**config.mk**
```make
export PLATFORM = sky130hd
export DESIGN_NAME = spectrum_output
export DESIGN_NICKNAME = d
export VERILOG_FILES = /design/src/fft16_pkg.sv /design/src/spectrum_output.sv
export SDC_FILE = /design/constraint.sdc
export NUM_CORES = 1
export LEC_CHECK = 0
export BUFFER_PORTS_ARGS = -buffer_cell sky130_fd_sc_hd__buf_4
export CAP_MARGIN = 20
export CORE_AREA = 2 2 499 501
export DETAILED_ROUTE_END_ITERATION = 8
export DIE_AREA = 0 0 501 503
export GPL_ROUTABILITY_DRIVEN = 0
export MAX_ROUTING_LAYER = met4
export PLACE_DENSITY = 0.3
export SYNTH_ARGS = -nofsm -noshare
export SYNTH_HDL_FRONTEND = slang
export SYNTH_SLANG_ARGS = --single-unit
```
**constraint.sdc**
```tcl
create_clock -name clk -period 17.6 [get_ports clk]
set_clock_uncertainty 0.15 [all_clocks]
set_input_delay 1.76 -clock clk [delete_from_list [all_inputs] [get_ports clk]]
set_output_delay 1.76 -clock clk [all_outputs]
set_load 0.02 [all_outputs]
```
**src/fft16_pkg.sv**
```systemverilog
package fft16_pkg;

    localparam int N_POINTS = 16;
    localparam int N_STAGES = 4;
    localparam int N_BFLY   = 8;

    typedef logic signed [15:0] sample_t;

    // sample in 23:8, 8 guard bits above, 8 fraction bits below
    typedef logic signed [31:0] word_t;

    typedef struct packed {
        word_t re;
        word_t im;
    } cplx_t;

    typedef word_t [N_POINTS-1:0] frame_t;

    typedef struct packed {
        sample_t [N_POINTS-1:0] re;
        sample_t [N_POINTS-1:0] im;
    } spectrum_t;

    ////////////////////////////////////////////////////////////
    // Q16 twiddles, W16^n for n = 0..7
    ////////////////////////////////////////////////////////////
    localparam word_t TW_RE [N_BFLY] = '{
        32'sh00010000, 32'sh0000EC83, 32'sh0000B504, 32'sh000061F7,
        32'sh00000000, 32'shFFFF9E09, 32'shFFFF4AFC, 32'shFFFF137D
    };

    localparam word_t TW_IM [N_BFLY] = '{
        32'sh00000000, 32'shFFFF9E09, 32'shFFFF4AFC, 32'shFFFF137D,
        32'shFFFF0000, 32'shFFFF137D, 32'shFFFF4AFC, 32'shFFFF9E09
    };

    ////////////////////////////////////////////////////////////
    // DIF index rules, stage 1..N_STAGES
    ////////////////////////////////////////////////////////////
    function automatic int stage_span(input logic [2:0] stage);
        return (N_POINTS / 2) >> (int'(stage) - 1);
    endfunction

    function automatic logic [3:0] stage_pair_a(input logic [2:0] stage,
                                                input logic [2:0] bfly);
        int span;
        int lo;
        span = stage_span(stage);
        lo   = (int'(bfly) / span) * 2 * span + int'(bfly) % span;
        return 4'(lo);
    endfunction

    function automatic logic [3:0] stage_pair_b(input logic [2:0] stage,
                                                input logic [2:0] bfly);
        return stage_pair_a(stage, bfly) + 4'(stage_span(stage));
    endfunction

    function automatic logic [2:0] stage_twiddle(input logic [2:0] stage,
                                                 input logic [2:0] bfly);
        int lo;
        lo = int'(stage_pair_a(stage, bfly));
        return 3'((lo % stage_span(stage)) << (int'(stage) - 1));
    endfunction

endpackage

```
**src/spectrum_output.sv**
```systemverilog
module spectrum_output
    import fft16_pkg::*;
(
    input  logic                 clk,
    input  logic                 rst,
    input  cplx_t [N_POINTS-1:0] result,
    input  logic                 result_ready,
    input  logic                 fir_valid,
    output logic                 fft_valid,
    output sample_t              fft_d0,
    output sample_t              fft_d1,
    output sample_t              fft_d2,
    output sample_t              fft_d3,
    output sample_t              fft_d4,
    output sample_t              fft_d5,
    output sample_t              fft_d6,
    output sample_t              fft_d7,
    output sample_t              fft_d8,
    output sample_t              fft_d9,
    output sample_t              fft_d10,
    output sample_t              fft_d11,
    output sample_t              fft_d12,
    output sample_t              fft_d13,
    output sample_t              fft_d14,
    output sample_t              fft_d15,
    output logic                 done
);

    spectrum_t              spec;
    sample_t [N_POINTS-1:0] lanes;
    logic                   beat_re;
    logic                   beat_im;
    logic                   show_im;
    logic                   fir_shadow;
    logic                   fft_shadow;
    logic                   in_end;
    logic                   out_end;
    logic                   wait_drain;

    function automatic logic [3:0] bit_rev4(input logic [3:0] x);
        return {x[0], x[1], x[2], x[3]};
    endfunction

    ////////////////////////////////////////////////////////////
    // capture in natural order, then real beat, imag beat
    ////////////////////////////////////////////////////////////
    always_ff @(posedge clk or posedge rst) begin
        if (rst) begin
            spec    <= '0;
            beat_re <= 1'b0;
            beat_im <= 1'b0;
            show_im <= 1'b0;
        end else begin
            beat_re <= result_ready;
            beat_im <= beat_re;
            if (result_ready) begin
                show_im <= 1'b0;
                for (int b = 0; b < N_POINTS; b++) begin
                    spec.re[b] <= result[bit_rev4(4'(b))].re[23:8];
                    spec.im[b] <= result[bit_rev4(4'(b))].im[23:8];
                end
            end else if (beat_re) begin
                show_im <= 1'b1;
            end
        end
    end

    assign fft_valid = beat_re | beat_im;
    assign lanes     = show_im ? spec.im : spec.re;

    assign fft_d0  = lanes[0];
    assign fft_d1  = lanes[1];
    assign fft_d2  = lanes[2];
    assign fft_d3  = lanes[3];
    assign fft_d4  = lanes[4];
    assign fft_d5  = lanes[5];
    assign fft_d6  = lanes[6];
    assign fft_d7  = lanes[7];
    assign fft_d8  = lanes[8];
    assign fft_d9  = lanes[9];
    assign fft_d10 = lanes[10];
    assign fft_d11 = lanes[11];
    assign fft_d12 = lanes[12];
    assign fft_d13 = lanes[13];
    assign fft_d14 = lanes[14];
    assign fft_d15 = lanes[15];

    ////////////////////////////////////////////////////////////
    // end of stream
    ////////////////////////////////////////////////////////////
    assign in_end  = fir_shadow & ~fir_valid;
    assign out_end = fft_shadow & ~fft_valid;

    // input ran dry, fire on the next spectrum that finishes leaving
    always_ff @(posedge clk or posedge rst) begin
        if (rst) begin
            fir_shadow <= 1'b0;
            fft_shadow <= 1'b0;
            wait_drain <= 1'b0;
            done       <= 1'b0;
        end else begin
            fir_shadow <= fir_valid;
            fft_shadow <= fft_valid;
            if (in_end) begin
                wait_drain <= 1'b1;
            end
            if (wait_drain && out_end) begin
                done       <= 1'b1;
                wait_drain <= 1'b0;
            end else begin
                done <= 1'b0;
            end
        end
    end

endmodule

```
==> metrics.cfg, run 1 <==
[sta]
whs_ps=254
period_needed_ps=5750
hold_violations=0
rsz0062_at_grt=no
report.final.slew_viol_count=0
max_slew_margin=0.336
finalSetupViolCount=0
worst_slew_pin_slew_ps=996
fmaxAchievable_mhz=174
fin_crit_sh=0.326
setup_tns_ps=0

[logic_synthesis]
ys_types=10
synth_warnings=0
yosysTopAreaCellShare=0.575
yosysTopAreaCell=dfrtp_1
synthCells=1381
syn_nets=2409
ys_seq_elements=519
avgSynthCellArea_um2=16.4
synth_area_leaders=dfrtp_1, mux2_2, buf_6
ys_seq_area_frac=0.575
syn_area_um2=22600

[global_route]
met2_usage=0.109
overflow=0
grt_pass1_vias=16170
grt_util_met3=0.0409
gr-max-usage-layer=met2
antenna_found_initial=55
gr-usage-met1=0.0853
grt_usage=0.0746
grt_max_degree=147
grt_pass1_wl_mm=129

[worst_setup_path]
reg2reg_to=show_im
start_kind=flip-flop
cp.arrival_ps=3840
worstPathMaxFanout=50
path_class=flip-flop to output pin
rr_worst_depth=3
cp_data_required_time_ps=15690
rr_startpoint=show_im
reg2reg_slack_ps=15570
crit_path_end_kind=output pin

[drt]
totalWireLength_mm=93.8
drtAntennaViolNets=0
vias=14621
avgViaCountPerCell=2.66
drt-wirelength-per-cell_um=17.1
drt_iter0_drc=392
route.detailed.drc=0
drt_pre_antenna_iters=4

[run_status]
outcome=finished, final reports clean

[pwr]
seqPwrFrac=0.382
p_comb_frac=0.183
power_switching_mw=1.01
p_leak_nw=14.2
peakVddDrop_mv=0.0607
clkPwrFrac=0.435
switching_share=0.279
power_density_nw_per_um2=105
intPower_mw=2.60

[clock_tree]
cts_setup_buffers=0
cts_tree=built
cts_buffers=76
clk_path_buf_depth=3
cts.reportedPaths.clkPinSlew_ps=50
htree_levels=3
clock-sinks=519
clock_latency_ps=660
cts_resized=0
postCtsHoldBufs=0
cts_root_buffer=clkbuf_16

[cells_and_area]
layout.cells.most_common=buf_4
nFillCells=27667
final-seq-area_um2=13000
layout-area-overhead-vs-synth_pct=52.0
fin_area_um2=34300
final_nets=3193
multiInputGateArea_um2=8680
final_cell_mix=buf_4, mux2_2, dfrtp_1
drive_gt1_frac=0.758
layoutNonFillerInstCount=5500

[floorplanning]
placeableCoreArea_um2=247000
die_h_um=503
io_pins=1286
std_cell_rows=183
dieWidth_um=501
start_util=0.0915
die-area_um2=252000

[placed_design]
dp.final_hpwl_mm=69.6
place_inst=5324
dpl-instance-area_um2=31700
portBuffers=773

[worst_hold_path]
min_path_cells=0
hp-start=beat_re
hold_path_end=beat_im
worstHoldPathType=flip-flop to flip-flop

[job]
drv_cap=0

## how the worst max path moves through the flow
| stage | from | endpoint | slack [ps] |
|---|---|---|---|
| finish | show_im | fft_d13[10] | 11850 |
| global route | show_im | fft_d13[10] | 11510 |
| detailed placement | result_ready | spec[386] | 11830 |
| floorplan | rst | beat_im | 1190 |
| CTS | show_im | fft_d13[10] | 11500 |
| global placement | result_ready | spec[139] | 11740 |
## final cells by class
class | instances | share of cell area
timing repair buffer | 792 | 0.174
sequential | 519 | 0.378
clock buffer | 117 | 0.0690
antenna | 44 | 0.00321
inverter | 1 | 0.000328
tap | 3237 | 0.118
clock inverter | 15 | 0.00434
multi-input combinational | 775 | 0.253
## cells in the mapped netlist
cell type	n
nand2_1	1
or2_2	1
nor2b_1	1
o22a_1	1
mux2_2	768
dfrtp_1	519
buf_6	79
nor2_1	3
inv_1	1
buf_2	7
## registers in the layout, summed over array words and instances (netlist names)
signal      count
done            1
show_im         1
beat_im         1
spec          512
wait_drain      1
fir_shadow      1
fft_shadow      1
beat_re         1
## worst max-delay path: stages, from the launching register on
cell,delay (ps)
dfrtp_4,800
buf_4,760
buf_4,770
mux2_2,520
buf_4,200
## power by group through the flow
stage	clock, mW	combinational [mW]	sequential [mW]
after floorplan	0	0.388	1.37
final	1.57	0.659	1.38
after CTS	1.66	0.681	1.38
after global routing	1.71	0.711	1.39
after global placement	0	0.678	1.40
after detailed placement	0	0.679	1.40
## cell families after synthesis
kind of cell           after synthesis  synth area share
buffers and inverters               87            0.0411
AOI/OAI and AO/OA                    1          0.000388
DFF                                519             0.575
and+or+nand+nor                      6           0.00122
muxes                              768             0.383
## metrics by stage
stage / setup WS, ps / power [mW] / util
final: 11850 / 3.60 / 0.139
after global routing: 11510 / 3.81 / 0.139
after CTS: 11500 / 3.72 / 0.139
after detailed placement: 11830 / 2.08 / 0.128
after global placement: 11740 / 2.08 / 0.128
after floorplan: 1190 / 1.76 / -
## per-layer routing
metal / share of wire / routed length, µm
met5: 0 / 0
met4: 0.030 / 2770
met3: 0.12 / 11500
met2: 0.44 / 41100
met1: 0.41 / 38500
(Power assumes the default switching activity.)
==> run 2: changes to the inputs <==
- ABC_AREA: unset -> 1
- CORE_AREA: 2 2 499 501 -> 2 2 501 503
- DIE_AREA: 0 0 501 503 -> 0 0 503 505
- clock period: 17.6 -> 4.6 ns (I/O delays scaled with it)
==> metrics.cfg, run 2 <==
[logic_synthesis]
synthCells=2753
avgSynthCellArea_um2=8.26
ys_seq_elements=519
yosysTopAreaCell=dfrtp_1
synth_most_common_cell=nand2_1
async_reset_ff_frac=1.00
synth_flop_cell=dfrtp_1
ys_types=11
ys_seq_area_frac=0.571
synth_area_leaders=dfrtp_1, o21ai_0, nand2_1
synth_edf_count=0
synthTopCellsByCount=nand2_1, o21ai_0, dfrtp_1, inv_1, o21ai_1
synth_warnings=0
syn_area_um2=22700
yosysTopAreaCellShare=0.571
syn_nets=3781

[cells_and_area]
layoutNonFillerInstCount=7426
drive_gt1_frac=0.231
final_nets=5028
top_register=spec
largest_register_ffs=512
final_cell_mix=buf_4, nand2_1, o21ai_0
layout-area-overhead-vs-synth_pct=76.0
layout.cells.most_common=buf_4
fin_util=0.161
final-seq-area_um2=13000
multiInputGateArea_um2=6760
nFillCells=28466

[global_route]
grt_max_degree=126
grt_pass1_wl_mm=156
grt_usage=0.0857
antenna_found_initial=50
grt_pass1_vias=22842
overflow=0

[pwr]
peakVddDrop_mv=0.242
switching_share=0.305
p_comb_frac=0.199
power_switching_mw=4.23
p_leak_nw=18.5
power_density_nw_per_um2=347
clkPwrFrac=0.430
seqPwrFrac=0.371
intPower_mw=9.64

[worst_setup_path]
rr_startpoint=show_im
path_class=flip-flop to output pin
crit_path_start=show_im
rr_worst_depth=3
cp_data_required_time_ps=3990
start_kind=flip-flop
worstPathMaxFanout=52
crit_path_end_kind=output pin
cp.arrival_ps=2880

[drt]
totalWireLength_mm=108
drtAntennaViolNets=0
drt-wirelength-per-cell_um=14.5
vias=21817
avgViaCountPerCell=2.94
route.detailed.drc=0
drt_iter0_drc=980
drt_pre_antenna_iters=6

[clock_tree]
htree_levels=3
clock-sinks=519
cts_buffers=76
cts.reportedPaths.clkPinSlew_ps=60
cts_setup_buffers=0
cts_resized=0
cts_root_buffer=clkbuf_16
cts_tree=built
clock_latency_ps=690
postCtsHoldBufs=514
clk_path_buf_depth=3

[sta]
worst_slew_pin_slew_ps=799
rsz0062_at_grt=no
hold_violations=0
finalSetupViolCount=0
period_needed_ps=3490
report.final.slew_viol_count=0
fmaxAchievable_mhz=287
fin_crit_sh=0.758
max_slew_margin=0.467
setup_tns_ps=0

[job]
drv_cap=0

[placed_design]
portBuffers=773
place_inst=6738
dp.final_hpwl_mm=80.3

[floorplanning]
std_cell_rows=183
dieWidth_um=503
io_pins=1286
placeableCoreArea_um2=248000
die-area_um2=254000
die_h_um=505
start_util=0.0916

[worst_hold_path]
min_path_cells=1
worstHoldPathType=input port to flip-flop
hp-start=result_ready

[run_status]
outcome=finished, final reports clean

==> run 2: cell types whose count changed after synthesis, sizes merged <==
cell    delta
o22a       -1
or2        -1
nor2b      -1
nand2    +772
clkbuf    +75
buf       +10
mux2     -768
inv      +518
o21ai    +768
==> run 2: layout make-up <==
type	instances	area share
Inverter	519	0.0488
Clock buffer	105	0.0528
Antenna cell	46	0.00288
Clock inverter	23	0.00901
Sequential cell	519	0.325
Tap cell	3330	0.104
Multi-Input combinational cell	1544	0.169
Timing Repair Buffer	1340	0.289
==> run 2: cells by family after synthesis <==
family / synth area share
and+or+nand+nor: 0.128
buffers and inverters: 0.131
DFF: 0.571
AOI/OAI and AO/OA: 0.169
==> run 2: critical path, cell delays in order, from the launching register on <==
cell	delay (ps)
dfrtp_4	920
buf_4	590
nand2_1	110
o21ai_0	240
buf_4	260
==> run 2: power groups by stage <==
stage / clock network, mW / registers (mW) / logic, mW
global placement: 0 / 5.23 / 2.45
global route: 6.47 / 5.20 / 3.08
detailed placement: 0 / 5.23 / 2.45
floorplan: 0 / 5.18 / 1.18
finish: 5.96 / 5.15 / 2.77
CTS: 6.30 / 5.15 / 2.87
==> run 2: per-stage QoR <==
| stage | setup slack [ps] | cell area (µm²) | hold WS, ps | power (mW) |
|---|---|---|---|---|
| after floorplan | -3060 | 22700 | 226 | 6.37 |
| after global placement | 1670 | 32300 | 239 | 7.68 |
| after detailed placement | 1680 | 32300 | 239 | 7.69 |
| after CTS | 862 | 39900 | 39.2 | 14.3 |
| after global routing | 768 | 40000 | 67.1 | 14.7 |
| final | 1110 | 40000 | 127 | 13.9 |
==> run 2: final timing paths <==
check | end | slack, ps
max | fft_d13[6] | 1110
min in group asynchronous | spec[267] | 360
min reg2reg | beat_im | 250
max in group asynchronous | spec[343] | 2780
min | beat_re | 130
max reg2reg | show_im | 2630
==> run 2: metal layers <==
layer | GRT usage | vias to the layer above | part of all wire
met5 | - | - | 0
met4 | 0.0265 | 0 | 0.026
li1 | - | 10991 | -
met2 | 0.128 | 644 | 0.44
met1 | 0.109 | 10048 | 0.46
met3 | 0.0282 | 134 | 0.077
==> run 3: changes to the inputs <==
- clock period: 4.6 -> 3.1 ns (I/O delays scaled with it)
==> metrics.cfg, run 3 (same netlist as run 2, synthesis figures left out) <==
[clock_tree]
cts.reportedPaths.clkPinSlew_ps=50
clock-sinks=519
clk_path_buf_depth=3
htree_levels=3
clock_latency_ps=700
cts_tree=built
cts_root_buffer=clkbuf_16
cts_buffers=78

[sta]
finalSetupViolCount=0
max_slew_margin=0.546
rsz0062_at_grt=no
fmaxAchievable_mhz=347
whs_ps=187
fin_crit_sh=0.930
worst_slew_pin_slew_ps=673
report.final.slew_viol_count=0
hold_violations=0
setup_tns_ps=0
period_needed_ps=2880

[global_route]
antenna_found_initial=41
grt_pass1_wl_mm=157
grt_usage=0.0865
overflow=0
grt_max_degree=130
grt_pass1_vias=22881

[floorplanning]
dieWidth_um=503
start_util=0.0916
std_cell_rows=183
io_pins=1286
placeableCoreArea_um2=248000
die-area_um2=254000
die_h_um=505

[drt]
totalWireLength_mm=110
drtAntennaViolNets=0
drt_pre_antenna_iters=5
avgViaCountPerCell=2.94
route.met3.wl_mm=8.68
wl_met2_mm=48.0
drt_iter0_drc=1102
drt-met1-wl_mm=49.9
route.detailed.drc=0
top_layer=met4
vias=21973
drt-wirelength-per-cell_um=14.7

[worst_hold_path]
hp-start=result[9]
worstHoldPathType=input port to flip-flop

[worst_setup_path]
rr_worst_depth=4
reg2reg_slack_ps=1630
worstPathMaxFanout=53
crit_path_start=show_im
crit_path_end_kind=output pin
start_kind=flip-flop
reg2reg_to=show_im
rr_startpoint=show_im
endpoint=fft_d12[2]
cp.arrival_ps=2420
cp_data_required_time_ps=2640
path_class=flip-flop to output pin

[cells_and_area]
layoutNonFillerInstCount=7470
top_register=spec
largest_register_ffs=512
final_cell_mix=buf_4, nand2_1, o21ai_0
drive_gt1_frac=0.237
nFillCells=28378
final_nets=5077
layout.cells.most_common=buf_4
fin_util=0.164
layout-area-overhead-vs-synth_pct=78.8

[pwr]
power_switching_mw=6.39
clkPwrFrac=0.441
power_density_nw_per_um2=522
switching_share=0.301
p_leak_nw=18.9
peakVddDrop_mv=0.355
seqPwrFrac=0.359
intPower_mw=14.8
p_comb_frac=0.200

[run_status]
outcome=finished, final reports clean

[placed_design]
portBuffers=773
dp.final_hpwl_mm=81.3
place_inst=6757

[job]
drv_cap=0

## run 3: changes by cell type in the layout (fill, tap and decap cells not counted), moves of 3 or more
cell	before	now
diode_2	46	36
bufinv_16	4	7
buf_12	16	19
buf_4	809	825
inv_6	2	6
buf_6	0	3
dlygate4sd3_1	514	539
clkinv_2	6	10
clkbuf_1	19	12
o21ai_1	154	161
o21ai_0	614	607
clkbuf_8	10	15
## run 3: power groups by stage
stage	logic (mW)	registers, mW	clock network, mW
CTS	4.38	7.63	9.86
global route	4.68	7.69	10.1
finish	4.24	7.62	9.37
floorplan	1.76	7.69	0
global placement	3.72	7.74	0
detailed placement	3.72	7.75	0
## run 3: layout make-up
class                      count  area, µm²  area share
sequential                   519      13000       0.320
timing repair buffer        1387      12000       0.296
multi-input combinational   1544       6760       0.166
tap                         3330       4170       0.103
clock buffer                 105       2200      0.0542
inverter                     519       1950      0.0480
clock inverter                30        464      0.0114
antenna                       36       90.1     0.00222
## run 3: timing repair
action | 4_1_cts | 5_1_grt
setup endpoints to repair | 51 | 1
resized for setup | 7 | 1
setup buffers | 3 | 0
gates cloned | 0 | 0
hold buffers | 539 | 0
endpoints found under the hold margin | 683 | 0
## run 3: worst min-delay path by stage
stage                             to  slack (ps)  cells after the start
final                        spec[1]         190                      4
after floorplan              beat_re         190                      0
after global placement     spec[171]          90                      2
after CTS                    spec[1]          80                      4
after global routing      fir_shadow         130                      2
after detailed placement   spec[171]          80                      2
## run 3: through the flow
stage,instance area [µm²],setup slack [ps],total power [mW]
detailed placement,32500,584,11.5
global placement,32500,613,11.5
CTS,40600,0.741,21.9
floorplan,22700,-4410,9.45
finish,40600,217,21.2
global route,40600,38.0,22.5
## run 3: layer usage
metal,up-vias,global-route usage
met3,123,0.0301
met2,621,0.130
met5,-,-
li1,11094,-
met1,10135,0.108
met4,0,0.0260
## run 3: worst max-delay path, cell delays in order, from the launching register on
cell	delay, ps
dfrtp_4	610
buf_12	240
buf_4	230
o21ai_0	390
buf_4	230
