File: src/fft16_pkg.sv
package fft16_pkg;

    localparam int N_POINTS = 16;
    localparam int N_STAGES = 4;
    localparam int N_BFLY   = 8;

    typedef logic signed [15:0] sample_t;

    // sample in 23:8, 8 guard bits above, 8 fraction bits below
    typedef logic signed [31:0] word_t;

    typedef struct packed {
        word_t re;
        word_t im;
    } cplx_t;

    typedef word_t [N_POINTS-1:0] frame_t;

    typedef struct packed {
        sample_t [N_POINTS-1:0] re;
        sample_t [N_POINTS-1:0] im;
    } spectrum_t;

    ////////////////////////////////////////////////////////////
    // Q16 twiddles, W16^n for n = 0..7
    ////////////////////////////////////////////////////////////
    localparam word_t TW_RE [N_BFLY] = '{
        32'sh00010000, 32'sh0000EC83, 32'sh0000B504, 32'sh000061F7,
        32'sh00000000, 32'shFFFF9E09, 32'shFFFF4AFC, 32'shFFFF137D
    };

    localparam word_t TW_IM [N_BFLY] = '{
        32'sh00000000, 32'shFFFF9E09, 32'shFFFF4AFC, 32'shFFFF137D,
        32'shFFFF0000, 32'shFFFF137D, 32'shFFFF4AFC, 32'shFFFF9E09
    };

    ////////////////////////////////////////////////////////////
    // DIF index rules, stage 1..N_STAGES
    ////////////////////////////////////////////////////////////
    function automatic int stage_span(input logic [2:0] stage);
        return (N_POINTS / 2) >> (int'(stage) - 1);
    endfunction

    function automatic logic [3:0] stage_pair_a(input logic [2:0] stage,
                                                input logic [2:0] bfly);
        int span;
        int lo;
        span = stage_span(stage);
        lo   = (int'(bfly) / span) * 2 * span + int'(bfly) % span;
        return 4'(lo);
    endfunction

    function automatic logic [3:0] stage_pair_b(input logic [2:0] stage,
                                                input logic [2:0] bfly);
        return stage_pair_a(stage, bfly) + 4'(stage_span(stage));
    endfunction

    function automatic logic [2:0] stage_twiddle(input logic [2:0] stage,
                                                 input logic [2:0] bfly);
        int lo;
        lo = int'(stage_pair_a(stage, bfly));
        return 3'((lo % stage_span(stage)) << (int'(stage) - 1));
    endfunction

endpackage

File: src/sample_collector.sv
module sample_collector
    import fft16_pkg::*;
(
    input  logic    clk,
    input  logic    rst,
    input  sample_t fir_d,
    input  logic    fir_valid,
    output frame_t  frame,
    output logic    frame_ready
);

    logic [3:0] wr_cnt;

    // slot counter and full strobe
    always_ff @(posedge clk or posedge rst) begin
        if (rst) begin
            wr_cnt      <= '0;
            frame_ready <= 1'b0;
        end else if (fir_valid) begin
            wr_cnt      <= wr_cnt + 4'd1;
            frame_ready <= (wr_cnt == 4'(N_POINTS - 1));
        end else begin
            frame_ready <= 1'b0;
        end
    end

    // sign extend into the guard bits, fraction starts at zero
    always_ff @(posedge clk) begin
        if (fir_valid) begin
            frame[wr_cnt] <= {{8{fir_d[15]}}, fir_d, 8'h00};
        end
    end

endmodule

File: config.mk
export PLATFORM = sky130hd
export DESIGN_NAME = sample_collector
export DESIGN_NICKNAME = d
export VERILOG_FILES = /design/src/fft16_pkg.sv /design/src/sample_collector.sv
export SDC_FILE = /design/constraint.sdc
export NUM_CORES = 1
export LEC_CHECK = 0
export ABC_AREA = 0
export BUFFER_PORTS_ARGS = -buffer_cell sky130_fd_sc_hd__buf_2
export CORE_AREA = 8 8 198 200
export DETAILED_ROUTE_END_ITERATION = 8
export DIE_AREA = 0 0 206 208
export PLACE_DENSITY = 0.65
export SKIP_LAST_GASP = 1
export SLEW_MARGIN = 20
export SYNTH_ARGS = -nofsm -noshare
export SYNTH_HDL_FRONTEND = slang
export SYNTH_SLANG_ARGS = --single-unit
export TNS_END_PERCENT = 100
File: constraint.sdc
create_clock -name clk -period 1.55 [get_ports clk]
set_clock_uncertainty 0.1 [all_clocks]
set_input_delay 0.2325 -clock clk [delete_from_list [all_inputs] [get_ports clk]]
set_output_delay 0.2325 -clock clk [all_outputs]
set_load 0.02 [all_outputs]
==> report_table.html, run 1 <==
<table>
<tr><th>Metric</th><th>Value</th></tr>
<tr><th colspan="2">Status</th></tr>
<tr><td>Result of the run</td><td>complete, but fails checks</td></tr>
<tr><td>Violations in the final reports</td><td>negative setup slack</td></tr>
<tr><th colspan="2">Place</th></tr>
<tr><td>Placed Instances</td><td>roughly 1300</td></tr>
<tr><td>HPWL Detailed</td><td>22200 um</td></tr>
<tr><td>Pre-CTS WS</td><td>15.0 ps</td></tr>
<tr><td>Routability congestion estimate</td><td>0.758</td></tr>
<tr><td>Port-buffer cells</td><td>around 400</td></tr>
<tr><th colspan="2">Power</th></tr>
<tr><td>Max IR drop VDD</td><td>between 1 and 1.5 mV</td></tr>
<tr><td>Leakage</td><td>about 0.0055 uW</td></tr>
<tr><td>Power density of the placed cells</td><td>about 1400 nW/um^2</td></tr>
<tr><th colspan="2">Logic synthesis</th></tr>
<tr><td>Count of cell types in the netlist</td><td>16</td></tr>
<tr><td>Total standard cell area after synthesis</td><td>between 9000 and 10000 sq um</td></tr>
<tr><td>Average instance area after synthesis</td><td>approximately 18 sq um</td></tr>
<tr><td>Part of the Yosys area used for sequential elements</td><td>0.782</td></tr>
<tr><td>Count of mapped cells out of synthesis</td><td>553</td></tr>
<tr><td>Synthesized flop and latch total</td><td>about 260</td></tr>
<tr><td>Yosys warnings</td><td>0</td></tr>
<tr><th colspan="2">Min path</th></tr>
<tr><td>Hold WC Path Type</td><td>in2reg</td></tr>
<tr><th colspan="2">Drt</th></tr>
<tr><td>Wire length on met2</td><td>between 15000 and 20000 um</td></tr>
<tr><td>Routed met3 length</td><td>about 3900 um</td></tr>
<tr><td>Final antenna-violating net count</td><td>0</td></tr>
<tr><td>Post-detailed-route via-to-cell ratio</td><td>3.79</td></tr>
<tr><td>Met1 routed wirelength after detailed routing</td><td>~12000 um</td></tr>
<tr><td>Violation count after the first detailed-routing iteration</td><td>310</td></tr>
<tr><td>Post-route DRC</td><td>0</td></tr>
<tr><td>Length of the first detailed-routing pass in iterations</td><td>4</td></tr>
<tr><td>Via count</td><td>between 5000 and 6000</td></tr>
<tr><td>Max Used Layer</td><td>met5</td></tr>
<tr><td>Average wire per cell in the routed design</td><td>22.4 um</td></tr>
<tr><td>Wire length after detailed routing</td><td>between 30000 and 40000 um</td></tr>
<tr><th colspan="2">Clock tree</th></tr>
<tr><td>Maximum clock path buffer count</td><td>3</td></tr>
<tr><td>Inserted Clock Buffers</td><td>26</td></tr>
<tr><td>Depth of the CTS H-tree</td><td>1</td></tr>
<tr><td>TritonCTS clock tree</td><td>done</td></tr>
<tr><td>Clock sink count</td><td>approximately 260</td></tr>
<tr><td>Register clock-pin slew on the reported worst setup and hold paths</td><td>60 ps</td></tr>
<tr><td>Worst skew pair latency</td><td>520 ps</td></tr>
<tr><td>Root buffer selected by CTS</td><td>sky130_fd_sc_hd__clkbuf_16</td></tr>
<tr><th colspan="2">Die</th></tr>
<tr><td>Die width</td><td>206 um</td></tr>
<tr><td>IO Pins</td><td>532</td></tr>
<tr><td>Core area</td><td>roughly 36000 sq um</td></tr>
<tr><td>Starting utilization of the core area</td><td>0.277</td></tr>
<tr><td>Floorplan die area</td><td>between 40000 and 50000 sq um</td></tr>
<tr><td>Placement Rows</td><td>70</td></tr>
<tr><td>Die Y-Extent</td><td>around 210 um</td></tr>
<tr><th colspan="2">Critical path</th></tr>
<tr><td>Required time of the critical path</td><td>~1200 ps</td></tr>
<tr><td>Critical Path Sink Type</td><td>output pin</td></tr>
<tr><td>Sort of element at the start of the critical path</td><td>flip-flop</td></tr>
<tr><td>Ordered cell list for the critical path</td><td>buf_4, buf_2</td></tr>
<tr><td>Critical Path Max Stage Delay</td><td>420 ps</td></tr>
<tr><td>Startpoint-to-endpoint class of the critical path</td><td>reg2out</td></tr>
<tr><td>Worst EP arrival</td><td>around 1300 ps</td></tr>
<tr><td>Critical Path Fanout Max</td><td>5</td></tr>
<tr><td>Slowest library cell on the worst path</td><td>sky130_fd_sc_hd__edfxtp_1</td></tr>
<tr><th colspan="2">Layout</th></tr>
<tr><td>Share of post-route cells with drive strength above 1</td><td>0.554</td></tr>
<tr><td>Fill cell count</td><td>between 3000 and 4000</td></tr>
<tr><td>Antenna cell count</td><td>0</td></tr>
<tr><td>Relative area change from synthesis to final layout</td><td>35.3%</td></tr>
<tr><td>Final cell count without fillers</td><td>about 1400</td></tr>
<tr><td>Layout Nets</td><td>just over 900</td></tr>
<tr><th colspan="2">STA</th></tr>
<tr><td>Unrepaired setup endpoints after global routing</td><td>true</td></tr>
<tr><td>F_max</td><td>626 MHz</td></tr>
<tr><td>Final period utilization</td><td>1.03</td></tr>
<tr><td>Final Hold Violating Endpoints</td><td>0</td></tr>
<tr><td>Min cycle time layout</td><td>1600 ps</td></tr>
<tr><td>Setup-failing EPs final</td><td>between 60 and 70</td></tr>
<tr><td>Worst Slack Setup Final</td><td>-46.4 ps</td></tr>
<tr><td>Final count of pins violating max slew</td><td>0</td></tr>
<tr><th colspan="2">Global route</th></tr>
<tr><td>Global-route usage over all layers</td><td>0.130</td></tr>
<tr><td>Global-route wire length before repair</td><td>approximately 41000 um</td></tr>
<tr><td>Initial antenna violation count</td><td>1</td></tr>
<tr><td>Via count of the first global-routing pass</td><td>around 5400</td></tr>
<tr><td>Total overflow reported by the global router</td><td>0</td></tr>
<tr><td>Largest net degree at the start of global routing</td><td>18</td></tr>
<tr><th colspan="2">Flow run</th></tr>
<tr><td>Count of maximum capacitance violations</td><td>0</td></tr>
</table>
[layout make-up]
| class | count | area [sq um] | area share |
|---|---|---|---|
| sequential | 261 | 7810 | 0.578 |
| timing repair buffer | 452 | 3510 | 0.260 |
| multi-input combinational | 159 | 758 | 0.0561 |
| clock buffer | 35 | 726 | 0.0537 |
| tap | 468 | 586 | 0.0433 |
| clock inverter | 12 | 114 | 0.00842 |
| inverter | 3 | 11.3 | 0.000833 |
[critical path: cells and delay by family (launching register included)]
family                 cells  cell delay (ps)
flip-flops                 1              420
buffers and inverters      2              330
[cell families (layout without fill, tap and decap cells)]
logic type	count (synthesis)	in the layout	synth area share
buffers and inverters	260	502	0.195
flip-flops	261	261	0.782
adder cells (fa/ha/maj)	4	4	0.00501
AO/OA/AOI/OAI	1	1	0.000500
AND/OR/NAND/NOR	23	23	0.0150
other	1	128	0.000375
XOR/XNOR	3	3	0.00263
[power breakdown]
part	internal, uW	switching (uW)
Clock	3610	2510
Combinational	1260	2390
Sequential	8490	286
[cells in the mapped netlist]
master | number | area, sq um
sky130_fd_sc_hd__buf_6 | 1 | 11.3
sky130_fd_sc_hd__xnor2_1 | 2 | 17.5
sky130_fd_sc_hd__ha_1 | 4 | 50.1
sky130_fd_sc_hd__and3_1 | 1 | 6.26
sky130_fd_sc_hd__xor2_1 | 1 | 8.76
sky130_fd_sc_hd__dfrtp_1 | 5 | 125
sky130_fd_sc_hd__buf_4 | 256 | 1920
sky130_fd_sc_hd__nor3b_2 | 1 | 12.5
sky130_fd_sc_hd__nand4_1 | 1 | 6.26
sky130_fd_sc_hd__inv_1 | 3 | 11.3
sky130_fd_sc_hd__and2_1 | 16 | 100
sky130_fd_sc_hd__nand2_1 | 2 | 7.51
sky130_fd_sc_hd__edfxtp_1 | 256 | 7690
sky130_fd_sc_hd__and3b_1 | 2 | 17.5
sky130_fd_sc_hd__o21ai_0 | 1 | 5.00
sky130_fd_sc_hd__conb_1 | 1 | 3.75
[cell usage in the layout, fill, tap and decap left out, types with 5 or more instances in the layout]
cell / instances
sky130_fd_sc_hd__buf_4: 18
sky130_fd_sc_hd__buf_6: 142
sky130_fd_sc_hd__clkbuf_1: 6
sky130_fd_sc_hd__and2_2: 13
sky130_fd_sc_hd__clkbuf_16: 28
sky130_fd_sc_hd__buf_12: 19
sky130_fd_sc_hd__clkinv_2: 5
sky130_fd_sc_hd__buf_2: 270
sky130_fd_sc_hd__edfxtp_1: 256
sky130_fd_sc_hd__conb_1: 128
[per-layer routing]
metal  track usage  vias to the layer above
li1              -                     2266
met1         0.156                     2619
met2         0.219                      341
met3        0.0489                       34
met4        0.0262                        2
met5             0                        -
[flip-flops by register name, indices dropped and copies added (netlist names)]
register     cells
wr_cnt           4
frame          256
frame_ready      1
[per-stage QoR]
stage / cell area, sq um / TNS, ps / hold WS, ps / util / total power (uW)
floorplan: 10500 / 0 / -89.0 / - / 11100
global placement: 11500 / 0 / 53.0 / 0.319 / 12000
detailed placement: 11500 / 0 / 60.0 / 0.319 / 12000
CTS: 13000 / -3570 / 0.500 / 0.359 / 18400
global route: 13500 / -7990 / 7.14 / 0.375 / 19200
finish: 13500 / -704 / 28.2 / 0.375 / 18600
[path summary, 6_finish.rpt]
check	from	endpoint	slack (ps)	cells past startpoint
setup reg to reg	wr_cnt[2]	frame[495]	40	3
setup / recovery	frame[510]	frame[510]	-50	2
hold / removal	fir_d[6]	frame[206]	30	1
min in group asynchronous	rst	wr_cnt[1]	100	3
hold reg to reg	wr_cnt[0]	wr_cnt[0]	450	1
max in group asynchronous	rst	wr_cnt[0]	1040	3
[repair_timing]
item | CTS | global route
pin swaps | 0 | 0
gates resized for setup | 146 | 168
endpoints found under the setup margin | 140 | 324
hold buffers | 2 | 0
cloned | 0 | 1
hold endpoints to repair | 9 | 0
buffers inserted | 27 | 2
Power figures use the tool's default switching activity.
==> inputs of run 2 (changes only) <==
--- a/constraint.sdc
+++ b/constraint.sdc
@@ -3,3 +3,3 @@
 set_input_delay 0.2325 -clock clk [delete_from_list [all_inputs] [get_ports clk]]
 set_output_delay 0.2325 -clock clk [all_outputs]
-set_load 0.02 [all_outputs]
+set_load 0.01 [all_outputs]
==> report_table.html, run 2 (synthesized netlist as in run 1, its figures left out) <==
<table>
<tr><th>Metric</th><th>Value</th></tr>
<tr><th colspan="2">Status</th></tr>
<tr><td>Result of the run</td><td>complete, but fails checks</td></tr>
<tr><td>Violations in the final reports</td><td>negative setup slack</td></tr>
<tr><th colspan="2">STA</th></tr>
<tr><td>Smallest hold slack</td><td>between 30 and 40 ps</td></tr>
<tr><td>F_max</td><td>630 MHz</td></tr>
<tr><td>Unrepaired setup endpoints after global routing</td><td>true</td></tr>
<tr><td>Total Neg Setup Slack</td><td>-525 ps</td></tr>
<tr><td>Setup-failing EPs final</td><td>about 70</td></tr>
<tr><td>Final Hold Violating Endpoints</td><td>0</td></tr>
<tr><td>Final period utilization</td><td>1.02</td></tr>
<tr><td>Final count of pins violating max slew</td><td>0</td></tr>
<tr><td>Min cycle time layout</td><td>1590 ps</td></tr>
<tr><td>Worst Slack Setup Final</td><td>-36.6 ps</td></tr>
<tr><th colspan="2">Critical path</th></tr>
<tr><td>Startpoint-to-endpoint class of the critical path</td><td>reg2out</td></tr>
<tr><td>Worst EP arrival</td><td>1250 ps</td></tr>
<tr><td>Length in cells of the worst reg-to-reg path</td><td>4</td></tr>
<tr><td>Critical Path Fanout Max</td><td>5</td></tr>
<tr><td>Critical Path Sink Type</td><td>output pin</td></tr>
<tr><td>Required time of the critical path</td><td>about 1200 ps</td></tr>
<tr><td>Sort of element at the start of the critical path</td><td>flip-flop</td></tr>
<tr><th colspan="2">Clock tree</th></tr>
<tr><td>Maximum clock path buffer count</td><td>3</td></tr>
<tr><td>TritonCTS clock tree</td><td>done</td></tr>
<tr><td>Root buffer selected by CTS</td><td>sky130_fd_sc_hd__clkbuf_16</td></tr>
<tr><td>Depth of the CTS H-tree</td><td>1</td></tr>
<tr><td>Inserted Clock Buffers</td><td>26</td></tr>
<tr><td>Clock sink count</td><td>~260</td></tr>
<tr><td>Worst skew pair latency</td><td>~520 ps</td></tr>
<tr><td>Register clock-pin slew on the reported worst setup and hold paths</td><td>about 70 ps</td></tr>
<tr><th colspan="2">Global route</th></tr>
<tr><td>Total overflow reported by the global router</td><td>0</td></tr>
<tr><td>Global-route wire length before repair</td><td>40700 um</td></tr>
<tr><td>Largest net degree at the start of global routing</td><td>18</td></tr>
<tr><td>Global-route usage over all layers</td><td>0.130</td></tr>
<tr><td>Via count of the first global-routing pass</td><td>5357</td></tr>
<tr><td>Initial antenna violation count</td><td>2</td></tr>
<tr><th colspan="2">Die</th></tr>
<tr><td>Die width</td><td>just over 200 um</td></tr>
<tr><td>Die Y-Extent</td><td>about 210 um</td></tr>
<tr><td>Placement Rows</td><td>70</td></tr>
<tr><td>IO Pins</td><td>about 530</td></tr>
<tr><td>Floorplan die area</td><td>between 40000 and 50000 sq um</td></tr>
<tr><td>Starting utilization of the core area</td><td>0.277</td></tr>
<tr><td>Core area</td><td>~36000 sq um</td></tr>
<tr><th colspan="2">Power</th></tr>
<tr><td>Power density of the placed cells</td><td>1330 nW/um^2</td></tr>
<tr><td>Leakage</td><td>roughly 0.0055 uW</td></tr>
<tr><td>Max IR drop VDD</td><td>approximately 1.2 mV</td></tr>
<tr><td>Post-layout power</td><td>17900 uW</td></tr>
<tr><th colspan="2">Layout</th></tr>
<tr><td>Share of post-route cells with drive strength above 1</td><td>0.554</td></tr>
<tr><td>Highest-count cells in the layout ignoring fill and taps</td><td>sky130_fd_sc_hd__buf_2, sky130_fd_sc_hd__edfxtp_1, sky130_fd_sc_hd__buf_6</td></tr>
<tr><td>Max FFs per register</td><td>between 200 and 300</td></tr>
<tr><td>Relative area change from synthesis to final layout</td><td>34.6%</td></tr>
<tr><td>Register with the most flip-flops</td><td>frame</td></tr>
<tr><td>Most common library cell in the layout ignoring fill and taps</td><td>sky130_fd_sc_hd__buf_2</td></tr>
<tr><td>Post-Route Utilization</td><td>0.373</td></tr>
<tr><td>Top Registers</td><td>frame x256, wr_cnt x4, frame_ready x1</td></tr>
<tr><td>Antenna cell count</td><td>0</td></tr>
<tr><td>Layout Nets</td><td>about 900</td></tr>
<tr><th colspan="2">Drt</th></tr>
<tr><td>Length of the first detailed-routing pass in iterations</td><td>4</td></tr>
<tr><td>Wire length after detailed routing</td><td>between 30000 and 40000 um</td></tr>
<tr><td>Final antenna-violating net count</td><td>0</td></tr>
<tr><td>Average wire per cell in the routed design</td><td>approximately 22 um</td></tr>
<tr><td>Violation count after the first detailed-routing iteration</td><td>between 300 and 400</td></tr>
<tr><td>Post-route DRC</td><td>0</td></tr>
<tr><td>Post-detailed-route via-to-cell ratio</td><td>3.75</td></tr>
<tr><td>Via count</td><td>~5200</td></tr>
<tr><th colspan="2">Place</th></tr>
<tr><td>HPWL Detailed</td><td>around 22000 um</td></tr>
<tr><td>Port-buffer cells</td><td>403</td></tr>
<tr><td>Routability congestion estimate</td><td>between 0.7 and 0.8</td></tr>
<tr><th colspan="2">Flow run</th></tr>
<tr><td>Count of maximum capacitance violations</td><td>0</td></tr>
<tr><th colspan="2">Min path</th></tr>
<tr><td>Number of stages on the worst hold path</td><td>1</td></tr>
<tr><td>Hold WC Path Type</td><td>in2reg</td></tr>
</table>
## run 2: worst paths after layout
path / from / endpoint / slack [ps]
worst max-delay path: frame[510] / frame[510] / -40
worst min-delay path: fir_d[2] / frame[426] / 40
worst max register to register: wr_cnt[1] / frame[190] / 40
worst min register to register: wr_cnt[0] / wr_cnt[0] / 420
max in group asynchronous: rst / wr_cnt[0] / 1070
min in group asynchronous: rst / frame_ready / 60
## run 2: worst max-delay path, stage by stage (launching register included)
cell                       delay (ps)
sky130_fd_sc_hd__edfxtp_1         410
sky130_fd_sc_hd__buf_4            170
sky130_fd_sc_hd__buf_2            150
## run 2: area by class of cell
class | instances | area (sq um)
Fill cell | 3369 | 22600
Sequential cell | 261 | 7810
Timing Repair Buffer | 453 | 3460
Multi-Input combinational cell | 159 | 732
Clock buffer | 30 | 687
Tap cell | 468 | 586
Clock inverter | 17 | 164
Inverter | 3 | 11.3
## run 2: layer usage
metal | vias up | wire length [um] | global-route usage
li1 | 2271 | - | -
met1 | 2552 | 11300 | 0.152
met2 | 351 | 15100 | 0.224
met3 | 36 | 3960 | 0.0491
met4 | 2 | 414 | 0.0267
met5 | - | 13 | 0
## run 2: metrics by stage
stage,setup WS (ps),cell area [sq um],instances
CTS,-43.8,12900,1389
finish,-36.6,13500,1391
detailed placement,44.8,11500,1311
global route,-70.0,13500,1391
global placement,67.2,11500,1311
floorplan,6.01,10500,680
## run 2: timing repair
item | CTS | global route
hold endpoints to repair | 9 | 0
gates resized for setup | 69 | 102
endpoints found under the setup margin | 138 | 203
setup buffers | 29 | 2
hold buffers | 2 | 0
## run 2: report_power, final
group,switching (uW),internal (uW)
Combinational,1700,1180
Clock,2680,3550
Sequential,262,8490
Total,4640,13200
